==> config.mk <==
export PLATFORM = sky130hd
export DESIGN_NAME = read_only_stage
export DESIGN_NICKNAME = d
export VERILOG_FILES = /design/src/hw/ro_pkg.sv /design/src/hw/mshr_if.sv /design/src/hw/free_list.sv /design/src/hw/read_splitter.sv /design/src/hw/mshr_table.sv /design/src/hw/resp_unpacker.sv /design/src/hw/read_only_stage.sv
export SDC_FILE = /design/constraint.sdc
export NUM_CORES = 2
export LEC_CHECK = 0
export BUFFER_PORTS_ARGS = -buffer_cell sky130_fd_sc_hd__buf_2
export CAP_MARGIN = 15
export CORE_MARGIN = 2
export CORE_UTILIZATION = 40
export CTS_BUF_LIST = sky130_fd_sc_hd__clkbuf_8 sky130_fd_sc_hd__clkbuf_16
export DETAILED_ROUTE_END_ITERATION = 10
export HOLD_SLACK_MARGIN = 0.05
export PLACE_DENSITY = 0.65
export SYNTH_ARGS = -nofsm -noshare
export SYNTH_HDL_FRONTEND = slang
export SYNTH_SLANG_ARGS = --single-unit
export TNS_END_PERCENT = 50
==> constraint.sdc <==
create_clock -name clk -period 27.1 [get_ports clk]
set_input_delay 2.71 -clock clk [delete_from_list [all_inputs] [get_ports clk]]
set_output_delay 2.71 -clock clk [all_outputs]
set_load 0.05 [all_outputs]
==> src/hw/ro_pkg.sv <==
package ro_pkg;

   // line geometry
   localparam int WORDS_PER_LINE = 16;
   localparam int LINE_BITS      = 512;

   // read ids and threads
   localparam int LOG_N_IDS      = 5;
   localparam int LOG_N_THREADS  = 3;

   localparam int RDATA_FIFO_DEPTH = 4; // response buffer entries

   typedef logic [LOG_N_IDS-1:0]     id_t;
   typedef logic [LOG_N_THREADS-1:0] thread_t;

   typedef logic [3:0] word_idx_t;   // word position inside a line
   typedef logic [6:0] req_len_t;    // 1..64 words
   typedef logic [5:0] word_id_t;    // word index within a request

   // one entry per outstanding burst
   typedef struct packed {
      thread_t                   thread;
      logic [WORDS_PER_LINE-1:0] valid_words;
      word_id_t                  start_word_id;
   } mshr_entry_t;

endpackage

==> src/hw/mshr_if.sv <==
`timescale 1ns/10ps

interface mshr_if;

   // burst write and thread count init, from the request side
   logic                wr_en;
   ro_pkg::id_t         wr_id;
   ro_pkg::mshr_entry_t wr_entry;
   logic                init_en;
   ro_pkg::thread_t     init_thread;
   ro_pkg::req_len_t    init_len;

   // lookup and countdown, from the response side
   ro_pkg::id_t         rd_id;
   ro_pkg::mshr_entry_t rd_entry;
   logic                dec_en;
   ro_pkg::thread_t     dec_thread;
   ro_pkg::req_len_t    remaining;

   modport writer (output wr_en, wr_id, wr_entry, init_en, init_thread, init_len);

   modport reader (output rd_id, dec_en, dec_thread, input rd_entry, remaining);

   modport tbl (input wr_en, wr_id, wr_entry, init_en, init_thread, init_len,
                input rd_id, dec_en, dec_thread,
                output rd_entry, remaining);

endinterface

==> src/hw/free_list.sv <==
`timescale 1ns/10ps

module free_list #(
   parameter int LOG_DEPTH = 3
) (
   input  logic                 clk,
   input  logic                 rstn,
   input  logic                 push,
   input  logic [LOG_DEPTH-1:0] push_data,
   input  logic                 pop,
   output logic [LOG_DEPTH-1:0] head,
   output logic                 empty,
   output logic                 full
);

   logic [LOG_DEPTH-1:0] mem [2**LOG_DEPTH];
   logic [LOG_DEPTH-1:0] wr_ptr;
   logic [LOG_DEPTH-1:0] rd_ptr;
   logic [LOG_DEPTH:0]   count;
   logic                 loading;   // writing 0..N-1 after reset

   always_ff @(posedge clk) begin
      if (loading) begin
         mem[wr_ptr] <= wr_ptr;
      end else if (push) begin
         mem[wr_ptr] <= push_data;
      end
   end

   always_ff @(posedge clk) begin
      if (!rstn) begin
         loading <= 1'b1;
         wr_ptr  <= '0;
         rd_ptr  <= '0;
         count   <= '0;
      end else if (loading) begin
         wr_ptr <= wr_ptr + 1'b1;
         count  <= count + 1'b1;
         if (wr_ptr == '1) loading <= 1'b0;   // wr_ptr wraps back to 0
      end else begin
         if (push) wr_ptr <= wr_ptr + 1'b1;
         if (pop)  rd_ptr <= rd_ptr + 1'b1;
         if (push & !pop) begin
            count <= count + 1'b1;
         end else if (pop & !push) begin
            count <= count - 1'b1;
         end
      end
   end

   assign head  = mem[rd_ptr];
   assign empty = loading | (count == '0);
   assign full  = count[LOG_DEPTH];   // every index is back

endmodule

==> src/hw/read_splitter.sv <==
`timescale 1ns/10ps

module read_splitter (
   input  logic             clk,
   input  logic             rstn,

   input  logic             req_valid,
   output logic             req_ready,
   input  logic [31:0]      req_addr,
   input  ro_pkg::req_len_t req_len,
   output ro_pkg::thread_t  req_thread,

   input  ro_pkg::thread_t  thread_head,
   input  logic             thread_empty,
   output logic             thread_pop,

   input  ro_pkg::id_t      id_head,
   input  logic             id_empty,
   output logic             id_pop,

   output logic             arvalid,
   input  logic             arready,
   output logic [31:0]      araddr,
   output ro_pkg::id_t      arid,

   mshr_if.writer           mshr
);

   logic             busy;          // a burst is pending
   logic [31:0]      cur_addr;
   ro_pkg::req_len_t words_left;
   ro_pkg::word_id_t start_word;
   ro_pkg::thread_t  cur_thread;

   ro_pkg::word_idx_t                 off;
   logic [4:0]                        line_room;
   ro_pkg::req_len_t                  burst_words;
   logic                              last_burst;
   logic [ro_pkg::WORDS_PER_LINE-1:0] burst_mask;
   logic                              ar_xfer;
   logic                              accept;

   assign off       = cur_addr[5:2];
   assign line_room = 5'd16 - {1'b0, off};   // words up to the line end
   assign last_burst = words_left <= ro_pkg::req_len_t'(line_room);
   assign burst_words = last_burst ? words_left : ro_pkg::req_len_t'(line_room);

   always_comb begin
      for (int i = 0; i < ro_pkg::WORDS_PER_LINE; i++) begin
         burst_mask[i] = (i >= int'(off)) && (i < int'(off) + int'(burst_words));
      end
   end

   assign arvalid = busy & !id_empty;
   assign araddr  = cur_addr;
   assign arid    = id_head;
   assign ar_xfer = arvalid & arready;
   assign id_pop  = ar_xfer;

   // a new request may overlap the final burst of the previous one
   assign req_ready  = !thread_empty & (!busy | (ar_xfer & last_burst));
   assign accept     = req_valid & req_ready;
   assign thread_pop = accept;
   assign req_thread = thread_head;

   always_ff @(posedge clk) begin
      if (!rstn) begin
         busy <= 1'b0;
      end else if (accept) begin
         busy <= 1'b1;
      end else if (ar_xfer & last_burst) begin
         busy <= 1'b0;
      end
   end

   always_ff @(posedge clk) begin
      if (accept) begin
         cur_addr   <= req_addr;
         words_left <= req_len;
         start_word <= '0;
         cur_thread <= thread_head;
      end else if (ar_xfer) begin
         cur_addr   <= {cur_addr[31:6] + 26'd1, 6'd0};   // next line
         words_left <= words_left - burst_words;
         start_word <= start_word + ro_pkg::word_id_t'(burst_words);
      end
   end

   assign mshr.wr_en                  = ar_xfer;
   assign mshr.wr_id                  = id_head;
   assign mshr.wr_entry.thread        = cur_thread;
   assign mshr.wr_entry.valid_words   = burst_mask;
   assign mshr.wr_entry.start_word_id = start_word;

   assign mshr.init_en     = accept;
   assign mshr.init_thread = thread_head;
   assign mshr.init_len    = req_len;

endmodule

==> src/hw/mshr_table.sv <==
`timescale 1ns/10ps

module mshr_table (
   input logic clk,
   input logic rstn,
   mshr_if.tbl mshr
);

   localparam int N_IDS     = 2**ro_pkg::LOG_N_IDS;
   localparam int N_THREADS = 2**ro_pkg::LOG_N_THREADS;

   ro_pkg::mshr_entry_t entries   [N_IDS];
   ro_pkg::req_len_t    remaining [N_THREADS];

   always_ff @(posedge clk) begin
      if (mshr.wr_en) begin
         entries[mshr.wr_id] <= mshr.wr_entry;
      end
   end

   assign mshr.rd_entry = entries[mshr.rd_id];

   // words still owed to each thread
   always_ff @(posedge clk) begin
      if (!rstn) begin
         for (int t = 0; t < N_THREADS; t++) begin
            remaining[t] <= '0;
         end
      end else begin
         for (int t = 0; t < N_THREADS; t++) begin
            if (mshr.init_en && (mshr.init_thread == ro_pkg::thread_t'(t))) begin
               remaining[t] <= mshr.init_len;
            end else if (mshr.dec_en && (mshr.dec_thread == ro_pkg::thread_t'(t))) begin
               remaining[t] <= remaining[t] - 1'b1;
            end
         end
      end
   end

   // a thread is only reissued after its last word, so init and dec never meet

   assign mshr.remaining = remaining[mshr.dec_thread];

endmodule

==> src/hw/resp_unpacker.sv <==
`timescale 1ns/10ps

module resp_unpacker (
   input  logic                         clk,
   input  logic                         rstn,

   input  logic                         rvalid,
   output logic                         rready,
   input  ro_pkg::id_t                  rid,
   input  logic [ro_pkg::LINE_BITS-1:0] rdata,

   output logic                         out_valid,
   input  logic                         out_ready,
   output logic [31:0]                  out_data,
   output ro_pkg::thread_t              out_thread,
   output ro_pkg::word_id_t             out_word_id,
   output logic                         out_last,

   output logic                         id_push,
   output ro_pkg::id_t                  id_push_data,
   output logic                         thread_push,
   output ro_pkg::thread_t              thread_push_data,

   mshr_if.reader                       mshr
);

   logic [ro_pkg::LINE_BITS-1:0] buf_data [ro_pkg::RDATA_FIFO_DEPTH];
   ro_pkg::id_t                  buf_rid  [ro_pkg::RDATA_FIFO_DEPTH];
   logic [$clog2(ro_pkg::RDATA_FIFO_DEPTH)-1:0] wr_ptr;
   logic [$clog2(ro_pkg::RDATA_FIFO_DEPTH)-1:0] rd_ptr;
   logic [$clog2(ro_pkg::RDATA_FIFO_DEPTH):0]   buf_count;
   logic buf_wr;
   logic load;

   logic                              cur_valid;
   logic [ro_pkg::LINE_BITS-1:0]      cur_data;
   logic [ro_pkg::WORDS_PER_LINE-1:0] cur_mask;
   logic [ro_pkg::WORDS_PER_LINE-1:0] next_mask;
   ro_pkg::thread_t                   cur_thread;
   ro_pkg::word_id_t                  cur_word_id;
   ro_pkg::word_idx_t                 low_idx;
   logic                              fire;

   assign rready = buf_count != ro_pkg::RDATA_FIFO_DEPTH;
   assign buf_wr = rvalid & rready;

   always_ff @(posedge clk) begin
      if (buf_wr) begin
         buf_data[wr_ptr] <= rdata;
         buf_rid[wr_ptr]  <= rid;
      end
   end

   // lowest pending word of the current line
   always_comb begin
      low_idx = '0;
      for (int i = ro_pkg::WORDS_PER_LINE - 1; i >= 0; i--) begin
         if (cur_mask[i]) low_idx = ro_pkg::word_idx_t'(i);
      end
   end

   assign next_mask = cur_mask & ~(16'b1 << low_idx);
   assign fire      = out_valid & out_ready;
   assign load      = (buf_count != '0) & (!cur_valid | (fire & (next_mask == '0)));

   always_ff @(posedge clk) begin
      if (!rstn) begin
         wr_ptr    <= '0;
         rd_ptr    <= '0;
         buf_count <= '0;
         cur_valid <= 1'b0;
      end else begin
         if (buf_wr) wr_ptr <= wr_ptr + 1'b1;
         if (load)   rd_ptr <= rd_ptr + 1'b1;
         if (buf_wr & !load) begin
            buf_count <= buf_count + 1'b1;
         end else if (load & !buf_wr) begin
            buf_count <= buf_count - 1'b1;
         end
         if (load) begin
            cur_valid <= 1'b1;
         end else if (fire & (next_mask == '0)) begin
            cur_valid <= 1'b0;
         end
      end
   end

   always_ff @(posedge clk) begin
      if (load) begin
         cur_data    <= buf_data[rd_ptr];
         cur_mask    <= mshr.rd_entry.valid_words;
         cur_thread  <= mshr.rd_entry.thread;
         cur_word_id <= mshr.rd_entry.start_word_id;
      end else if (fire) begin
         cur_mask    <= next_mask;
         cur_word_id <= cur_word_id + 1'b1;   // burst words are contiguous
      end
   end

   assign mshr.rd_id = buf_rid[rd_ptr];
   assign id_push      = load;   // entry copied, id can be reused
   assign id_push_data = buf_rid[rd_ptr];

   assign out_valid   = cur_valid;
   assign out_data    = cur_data[low_idx*32 +: 32];
   assign out_thread  = cur_thread;
   assign out_word_id = cur_word_id;
   assign out_last    = cur_valid & (mshr.remaining == ro_pkg::req_len_t'(1));

   assign mshr.dec_en     = fire;
   assign mshr.dec_thread = cur_thread;

   assign thread_push      = fire & out_last;
   assign thread_push_data = cur_thread;

endmodule

==> src/hw/read_only_stage.sv <==
`timescale 1ns/10ps

module read_only_stage (
   input  logic                         clk,
   input  logic                         rstn,

   input  logic                         req_valid,
   output logic                         req_ready,
   input  logic [31:0]                  req_addr,
   input  ro_pkg::req_len_t             req_len,
   output ro_pkg::thread_t              req_thread,

   output logic                         arvalid,
   input  logic                         arready,
   output logic [31:0]                  araddr,
   output ro_pkg::id_t                  arid,

   input  logic                         rvalid,
   output logic                         rready,
   input  ro_pkg::id_t                  rid,
   input  logic [ro_pkg::LINE_BITS-1:0] rdata,

   output logic                         out_valid,
   input  logic                         out_ready,
   output logic [31:0]                  out_data,
   output ro_pkg::thread_t              out_thread,
   output ro_pkg::word_id_t             out_word_id,
   output logic                         out_last,

   output logic                         idle   // every thread is free
);

   ro_pkg::thread_t thread_head;
   logic            thread_empty;
   logic            thread_pop;
   logic            thread_push;
   ro_pkg::thread_t thread_push_data;

   ro_pkg::id_t     id_head;
   logic            id_empty;
   logic            id_pop;
   logic            id_push;
   ro_pkg::id_t     id_push_data;

   mshr_if mshr ();

   free_list #(.LOG_DEPTH(ro_pkg::LOG_N_THREADS)) thread_list (
      .clk       (clk),
      .rstn      (rstn),
      .push      (thread_push),
      .push_data (thread_push_data),
      .pop       (thread_pop),
      .head      (thread_head),
      .empty     (thread_empty),
      .full      (idle)
   );

   free_list #(.LOG_DEPTH(ro_pkg::LOG_N_IDS)) id_list (
      .clk       (clk),
      .rstn      (rstn),
      .push      (id_push),
      .push_data (id_push_data),
      .pop       (id_pop),
      .head      (id_head),
      .empty     (id_empty),
      .full      ()
   );

   read_splitter splitter (
      .clk          (clk),
      .rstn         (rstn),
      .req_valid    (req_valid),
      .req_ready    (req_ready),
      .req_addr     (req_addr),
      .req_len      (req_len),
      .req_thread   (req_thread),
      .thread_head  (thread_head),
      .thread_empty (thread_empty),
      .thread_pop   (thread_pop),
      .id_head      (id_head),
      .id_empty     (id_empty),
      .id_pop       (id_pop),
      .arvalid      (arvalid),
      .arready      (arready),
      .araddr       (araddr),
      .arid         (arid),
      .mshr         (mshr.writer)
   );

   mshr_table table_i (
      .clk  (clk),
      .rstn (rstn),
      .mshr (mshr.tbl)
   );

   resp_unpacker unpacker (
      .clk              (clk),
      .rstn             (rstn),
      .rvalid           (rvalid),
      .rready           (rready),
      .rid              (rid),
      .rdata            (rdata),
      .out_valid        (out_valid),
      .out_ready        (out_ready),
      .out_data         (out_data),
      .out_thread       (out_thread),
      .out_word_id      (out_word_id),
      .out_last         (out_last),
      .id_push          (id_push),
      .id_push_data     (id_push_data),
      .thread_push      (thread_push),
      .thread_push_data (thread_push_data),
      .mshr             (mshr.reader)
   );

endmodule

Yosys cells after proc, flatten, opt, wreduce, memory -nomap -nowiden
Memory sizes are Yosys's and may differ from the RTL's. A register that Yosys moved wholly into a read port is not among the register bits.
Cells that the tools add are included.
{"block": "classes", "n_addsub": 26, "multipliers": 0, "div": 0, "magnitude_cmp": 32, "eq_ne": 18, "n_shift": 2, "n_mux": 141, "bitwise_logic": 43, "reduce_logical": 57}
{"cell": "512-bit by 10-bit indexed part select with 32-bit output", "n": 1}
{"cell": "5-bit by 32-bit less-than comparator with 1-bit output, first input constant", "n": 8}
{"cell": "7-bit 2-to-1 mux", "n": 19}
{"cell": "4-bit by 32-bit less-than comparator with 1-bit output, first input constant", "n": 4}
{"cell": "1-bit 2-to-1 mux", "n": 79}
{"cell": "4-bit 2-to-1 mux", "n": 19}
{"cell": "3-bit by 32-bit less-than comparator with 1-bit output, first input constant", "n": 2}
{"cell": "32-bit 2-to-1 mux", "n": 2}
{"cell": "7-bit by 1-bit subtractor with 7-bit output, second input constant", "n": 8}
{"cell": "1-bit by 32-bit less-than comparator with 1-bit output, first input constant", "n": 1}
{"cell": "2-bit by 32-bit less-than comparator with 1-bit output, first input constant", "n": 1}
{"cell": "16-bit 2-to-1 mux", "n": 2}
{"cell": "1-bit logical AND", "n": 31}
{"cell": "6-bit 2-to-1 mux", "n": 5}
{"cell": "4-bit >= comparator, first input constant", "n": 7}
{"cell": "3-bit == test, second input constant", "n": 9}
{"cell": "26-bit by 1-bit adder with 26-bit output, second input constant", "n": 1}
{"cell": "5-bit 2-to-1 mux", "n": 5}
{"cell": "3-bit 2-to-1 mux", "n": 8}
{"cell": "1-bit bitwise OR", "n": 22}
{"cell": "1-bit bitwise AND", "n": 17}
{"cell": "16-bit bitwise AND", "n": 1}
{"cell": "3-bit by 4-bit >= comparator with 1-bit output, first input constant", "n": 4}
{"cell": "16-bit logical NOT", "n": 1}
{"cell": "other kinds (31)", "n": 62}
{"block": "totals", "reg_bits": 110, "latchBits": 0, "mem_bits_rw": 3108, "mem_bits_ro": 0, "inputBits": 562, "output_inout_bits": 87, "elab_cells": 345, "memories": 6}
{"memory": "unpacker.buf_data", "words": 4, "width": 512, "read_ports": 1, "rd_clocked_by_memory_dff": 1, "wr": 1, "line": "resp_unpacker.sv:27", "rtl": "logic [ro_pkg::LINE_BITS-1:0] buf_data [ro_pkg::RDATA_FIFO_DEPTH];"}
{"memory": "table_i.entries", "words": 32, "width": 25, "read_ports": 1, "rd_clocked_by_memory_dff": 0, "wr": 1, "line": "mshr_table.sv:12", "rtl": "ro_pkg::mshr_entry_t entries [N_IDS];"}
{"memory": "id_list.mem", "words": 32, "width": 5, "read_ports": 1, "rd_clocked_by_memory_dff": 1, "wr": 1, "line": "free_list.sv:16", "rtl": "logic [LOG_DEPTH-1:0] mem [2**LOG_DEPTH];"}
{"memory": "table_i.remaining", "words": 8, "width": 7, "read_ports": 9, "rd_clocked_by_memory_dff": 1, "wr": 8, "line": "mshr_table.sv:13", "rtl": "ro_pkg::req_len_t remaining [N_THREADS];"}
{"memory": "thread_list.mem", "words": 8, "width": 3, "read_ports": 1, "rd_clocked_by_memory_dff": 1, "wr": 1, "line": "free_list.sv:16"}
{"memory": "unpacker.buf_rid", "words": 4, "width": 5, "read_ports": 1, "rd_clocked_by_memory_dff": 1, "wr": 1, "line": "resp_unpacker.sv:28", "rtl": "ro_pkg::id_t buf_rid [ro_pkg::RDATA_FIFO_DEPTH];"}

Logic depth before layout (Yosys ltp)
{"block": "logic_depth", "word_depth": 28, "mapped_depth": 22, "ltp_nobuf": 21}

Modules after synthesis
A second synthesis with hierarchy kept.
{"block": "unflattened", "cells_unflattened": 7040, "area_unflattened_um2": 143251.1}
{"module": "resp_unpacker", "instances": 1, "cells_per_inst": 4018, "area_per_inst_um2": 95410.3, "seq_area_each_um2": 78425.2}
{"module": "mshr_table", "instances": 1, "cells_per_inst": 2114, "area_per_inst_um2": 34954.8, "seq_area_each_um2": 25704.7}
{"module": "free_list (id_list)", "instances": 1, "cells_per_inst": 394, "area_per_inst_um2": 7303.3, "seq_area_each_um2": 5245.0}
{"module": "read_splitter", "instances": 1, "cells_per_inst": 394, "area_per_inst_um2": 3920.0, "seq_area_each_um2": 1401.3}
{"module": "free_list (thread_list)", "instances": 1, "cells_per_inst": 120, "area_per_inst_um2": 1662.8, "seq_area_each_um2": 1001.0}

Worst setup path before layout
OpenSTA, ideal clock, no wires.
{"block": "synth_timing", "path_type": "input to register", "from": "in out_ready", "to": "reg id_list.count[5]", "t_arrival_ps": 16601, "required_ps": 26972, "setup_slack_ps": 10371, "stages": 17, "path_buffers": 2, "cell_sequence": "nand2_1 -> a211oi_1 -> nand2_1 -> or4_4 -> o41ai_4 -> nand2_4 -> buf_2 -> inv_1 -> ha_1 -> or2_2 -> clkbuf_1 -> nor4_1 -> a21oi_1 -> o2bb2ai_1 -> o21ai_0 -> xor2_1 -> nor2_1"}
{"block": "synth_via", "elab_chain_len": 7}
{"item": "from (decl)", "line": "read_only_stage.sv:24", "rtl": "input logic out_ready,"}
{"item": "1-bit bitwise AND *", "line": "resp_unpacker.sv:63", "rtl": "assign fire = out_valid & out_ready;"}
{"item": "1-bit bitwise AND *", "line": "resp_unpacker.sv:64", "rtl": "assign load = (buf_count != '0) & (!cur_valid | (fire & (next_mask == '0)));"}
{"item": "1-bit bitwise OR *", "line": "resp_unpacker.sv:64"}
{"item": "1-bit bitwise AND *", "line": "resp_unpacker.sv:64"}
{"item": "named net id_list.push", "line": "free_list.sv:8", "rtl": "input logic push,"}
{"item": "1-bit bitwise AND or 1-bit logical NOT (tied branches)", "line": "free_list.sv:43, free_list.sv:45"}
{"item": "6-bit 2-to-1 mux or 1-bit bitwise AND (tied branches)", "line": "free_list.sv:43, free_list.sv:45"}
{"item": "6-bit 2-to-1 mux or 3-bit nonzero test (tied branches)"}
{"item": "to (signal assigned)", "line": "free_list.sv:38", "rtl": "count <= count + 1'b1;"}
{"item": "to (signal assigned)", "line": "free_list.sv:44", "rtl": "count <= count + 1'b1;"}
{"item": "to (signal assigned)", "line": "free_list.sv:46", "rtl": "count <= count - 1'b1;"}
{"item": "to (decl)", "line": "free_list.sv:19", "rtl": "logic [LOG_DEPTH:0] count;"}
Mark *: on every way through the listed nets, which the timed path passes. The rest lies on a longest branch.
A chain may end at the register's enable or synchronous reset.

Worst setup path after layout
{"block": "layout_timing", "from": "reg unpacker.cur_mask[7] (netlist bit)", "to": "out out_data[12]"}
{"block": "layout_via", "elab_chain_len": 9}
{"item": "from (decl)", "line": "resp_unpacker.sv:37", "rtl": "logic [ro_pkg::WORDS_PER_LINE-1:0] cur_mask;"}
{"item": "from (signal assigned)", "line": "resp_unpacker.sv:91", "rtl": "cur_mask <= mshr.rd_entry.valid_words;"}
{"item": "from (signal assigned)", "line": "resp_unpacker.sv:95", "rtl": "cur_mask <= next_mask;"}
{"item": "4-bit 2-to-1 mux (8 in series)", "line": "resp_unpacker.sv:58", "rtl": "if (cur_mask[i]) low_idx = ro_pkg::word_idx_t'(i);"}
{"item": "512-bit by 10-bit indexed part select with 32-bit output", "line": "resp_unpacker.sv:105", "rtl": "assign out_data = cur_data[low_idx*32 +: 32];"}
{"item": "to (decl)", "line": "read_only_stage.sv:25", "rtl": "output logic [31:0] out_data,"}
No other way between the ends.

==> flow_results.org <==
** Timing
- Setup TNS :: 0 ps
- Max-slew violation count :: 0
- In this run the tightest slew margin relative to its limit is 0.189.
- Portion of the clock cycle consumed by the worst path in the final layout :: 0.300
- Final period demand of the worst path :: 8120 ps
- Setup repair after global routing left no endpoint under its margin.
- The number of failing hold endpoints at the final stage was 0.
- Derived from the worst setup path, the maximum achievable clock frequency is 123 MHz.
- The clock arrives with 123 ps of skew.
- For the pin with the worst max-slew slack, the measured transition is 1220 ps.
- Setup violations remaining at the end of the flow were counted as 0.

** Cells and area
- The area growth from synthesis to layout is 15.4%.
- After routing the design area is 0.164 mm².
- In the final layout, the share of cells above drive strength 1 is 0.281.
- Commonest non-fill, non-tap cells in the layout :: sky130_fd_sc_hd__edfxtp_1 (3687), sky130_fd_sc_hd__mux4_2 (772), sky130_fd_sc_hd__buf_2 (648)
- Once layout is complete, the utilization of the core stands at 0.463.
- Total Nets Final :: 8196
- Leaving out fill and tap cells, the most frequent cell in the layout is sky130_fd_sc_hd__edfxtp_1.

** Yosys
- Post-synth top area cell :: sky130_fd_sc_hd__edfxtp_1
- Yosys mapped a number of flops with a built-in enable equal to 3687.
- Most area-consuming cells after synthesis :: sky130_fd_sc_hd__edfxtp_1 (78%), sky130_fd_sc_hd__mux4_2 (12%), sky130_fd_sc_hd__dfxtp_1 (0.79%)
- Synth Net Count :: 7358
- Number of unique standard cell types used by synthesis :: 84
- After synthesis the netlist holds a flip-flop and latch count of 3743.
- For this run, the register share of the synthesized area comes to 0.785.
- In this run the mean area of a mapped cell was 21.1 µm².
- Async set or reset register ratio after synthesis :: 0
- Prevailing post-synth register cell :: sky130_fd_sc_hd__edfxtp_1
- Yosys printed 0 warnings.
- Synthesis produced 6739 cells.
- In this run the cell area of the synthesized design comes to 0.143 mm².
- Fraction of post-synthesis cell area in the top cell type by area :: 0.777

** Detailed routing
- Routed wire per std cell :: 28.9 µm
- DRC Markers :: 0
- Post-Route WL :: 368 mm
- For this block, the initial DRC count from the detailed router was 8062.
- In this run the remaining antenna-violating nets after routing total 0.
- Via count :: 71.3k
- Via count normalized by instance count :: 5.60
- The pre-antenna-repair detailed-routing pass consisted of 6 iterations.

** Die
- Area of the core :: 0.355 mm²
- Number of top-level pins :: 649
- Starting utilization of the core area :: 0.401
- Row count :: 219
- The die is 601 µm wide.
- Total die area :: 0.361 mm²
- The die is 601 µm tall.

** Worst setup path
- Reg-to-Reg Start :: unpacker.cur_mask[3]
- Setup crit start kind :: register
- For the worst setup path, the data required time is 24390 ps.
- End of the worst register-to-register path :: unpacker.cur_data[270]
- Crit Path Max Fanout :: 44
- Number of cell instances on the worst register-to-register path :: 11
- STA puts the critical path data arrival time at 5410 ps.
- By startpoint and endpoint, the worst setup path is classified as reg -> out.
- For flop-to-flop paths, the worst setup slack is 20650 ps.
- Critical Path Sink Type :: output pin

** Clock network
- In this run, CTS created clock tree buffers numbering 373.
- Number of hold buffers added after cts :: 0
- Clock transition at the registers of the reported paths :: 50 ps
- TritonCTS clock tree :: yes
- In this run the number of H-tree levels came out at 5.
- Maximum clock path buffer count :: 4
- The number of setup buffers added after CTS is 0.
- Clock latency at the later pin of the worst-skew pair :: 1000 ps
- CTS saw 3743 sinks.
- CTS placed an instance of sky130_fd_sc_hd__clkbuf_16 at the clock tree root.
- The number of gates resized after CTS was 0.

** GRT
- Entering global routing, the biggest net connects 151 pins.
- The via count of the first global-routing pass came to 71.3k.
- After global routing the overflow that remains totals 0.
- First-pass GRT wire length :: 522 mm
- GR met3 Demand/Resource :: 0.0471
- The number of antenna violations at the first check in global routing was 211.
- In the global route stage, overall resource usage came out at 0.199.
- Global route hottest layer :: met2
- Global Route met1 Usage :: 0.252
- Met2 usage :: 0.326

** Placed design
- The HPWL after detailed placement is 230 mm.
- Buffers on Ports :: 648
- In this run the cell area measured after placement is 0.152 mm².
- Final weighted congestion in routability-driven placement :: 0.872

** Power and ir drop
- In this run the static leakage power is 53.2 nW.
- Power density cells :: 102 mW/mm²
- VDD sags by at most 0.135 mV.
- Total Power Consumption :: 16.8 mW

** Hold path
- Endpoint of the worst hold path :: thread_list.rd_ptr[1]
- The tightest min-delay check is of the reg -> reg type.
- Along the worst hold path, the cell count comes to 2.
- Beginning of the worst hold path :: thread_list.rd_ptr[1]

** Flow run
- Number of max-cap violations :: 0

** Run status
- The flow ran to the end, and the final reports show no timing, DRC or antenna violations.
[routing by layer]
layer,vias up,share of wire
met5,-,0.0016
met4,100,0.052
met3,869,0.089
met2,3132,0.49
met1,37300,0.37
li1,29900,-
[worst max-delay path: stages, from the launching register on]
cell	delay, ps
sky130_fd_sc_hd__edfxtp_1	520
sky130_fd_sc_hd__or3b_1	450
sky130_fd_sc_hd__a311oi_1	640
sky130_fd_sc_hd__a211oi_1	220
sky130_fd_sc_hd__nor2_4	200
sky130_fd_sc_hd__buf_4	410
sky130_fd_sc_hd__buf_4	670
sky130_fd_sc_hd__a21oi_1	80
sky130_fd_sc_hd__or3_1	640
sky130_fd_sc_hd__o31ai_1	240
sky130_fd_sc_hd__buf_2	340
[sequential cells by signal, summed over array words and instances (netlist names), 3 cells and up, named ones only]
register / cells
id_list.count: 6
id_list.mem: 160
id_list.rd_ptr: 5
id_list.wr_ptr: 5
splitter.araddr: 32
splitter.cur_thread: 3
splitter.start_word: 6
splitter.words_left: 7
table_i.entries: 800
table_i.remaining: 56
thread_list.count: 4
thread_list.mem: 24
thread_list.rd_ptr: 3
thread_list.wr_ptr: 3
unpacker.buf_count: 3
unpacker.buf_data: 2048
unpacker.buf_rid: 20
unpacker.cur_data: 512
unpacker.cur_mask: 16
unpacker.mshr.dec_thread: 3
unpacker.out_word_id: 6
[report_power, final]
part	internal, mW	leakage [nW]	switching [mW]
combinational	1.34	12.6	2.78
sequential	7.32	34.5	0.336
clock	2.80	6.14	2.18
[Yosys cell counts, drive strengths merged (52+ instances only)]
cell type	n
a21oi	145
a221o	65
buf	126
clkbuf	212
dfxtp	56
edfxtp	3687
ha	53
inv	197
mux2i	73
mux4	774
nand2	152
nand3	102
nand4	84
nor2	152
nor3	56
o2111ai	65
o21ai	127
o22ai	110
or3	52
[layout make-up]
class,count,area [µm²]
clock inverter,296,2350
timing repair buffer,801,4770
inverter,198,751
sequential,3743,112000
antenna,104,260
fill,29200,191000
clock buffer,384,9550
tap,4751,5940
multi-input combinational,2460,29000
[metrics by stage]
stage               setup WS, ps  instances  hold WS (ps)
global placement           19050      11900           465
global route               18910      12700           527
floorplan                  10370       6739           454
finish                     18980      12700           488
detailed placement         19010      11900           483
CTS                        18980      12600           491
[cell families after synthesis]
family | synth area share
compound gates | 0.0323
xor+xnor | 0.00590
fa+ha+maj | 0.00529
buf+inv | 0.0146
flops | 0.785
mux | 0.130
simple gates | 0.0268
[worst max path at each step]
stage          slack (ps)            startpoint                     end
2_1_floorplan       10370             out_ready        id_list.count[5]
3_3_place_gp        19050             out_ready  unpacker.cur_data[268]
3_5_place_dp        19010             out_ready  unpacker.cur_data[334]
4_1_cts             18980  unpacker.cur_mask[7]            out_data[20]
5_1_grt             18910  unpacker.cur_mask[7]            out_data[15]
6_report            18980  unpacker.cur_mask[7]            out_data[12]
Note: power is estimated with default switching activity, not from simulation.
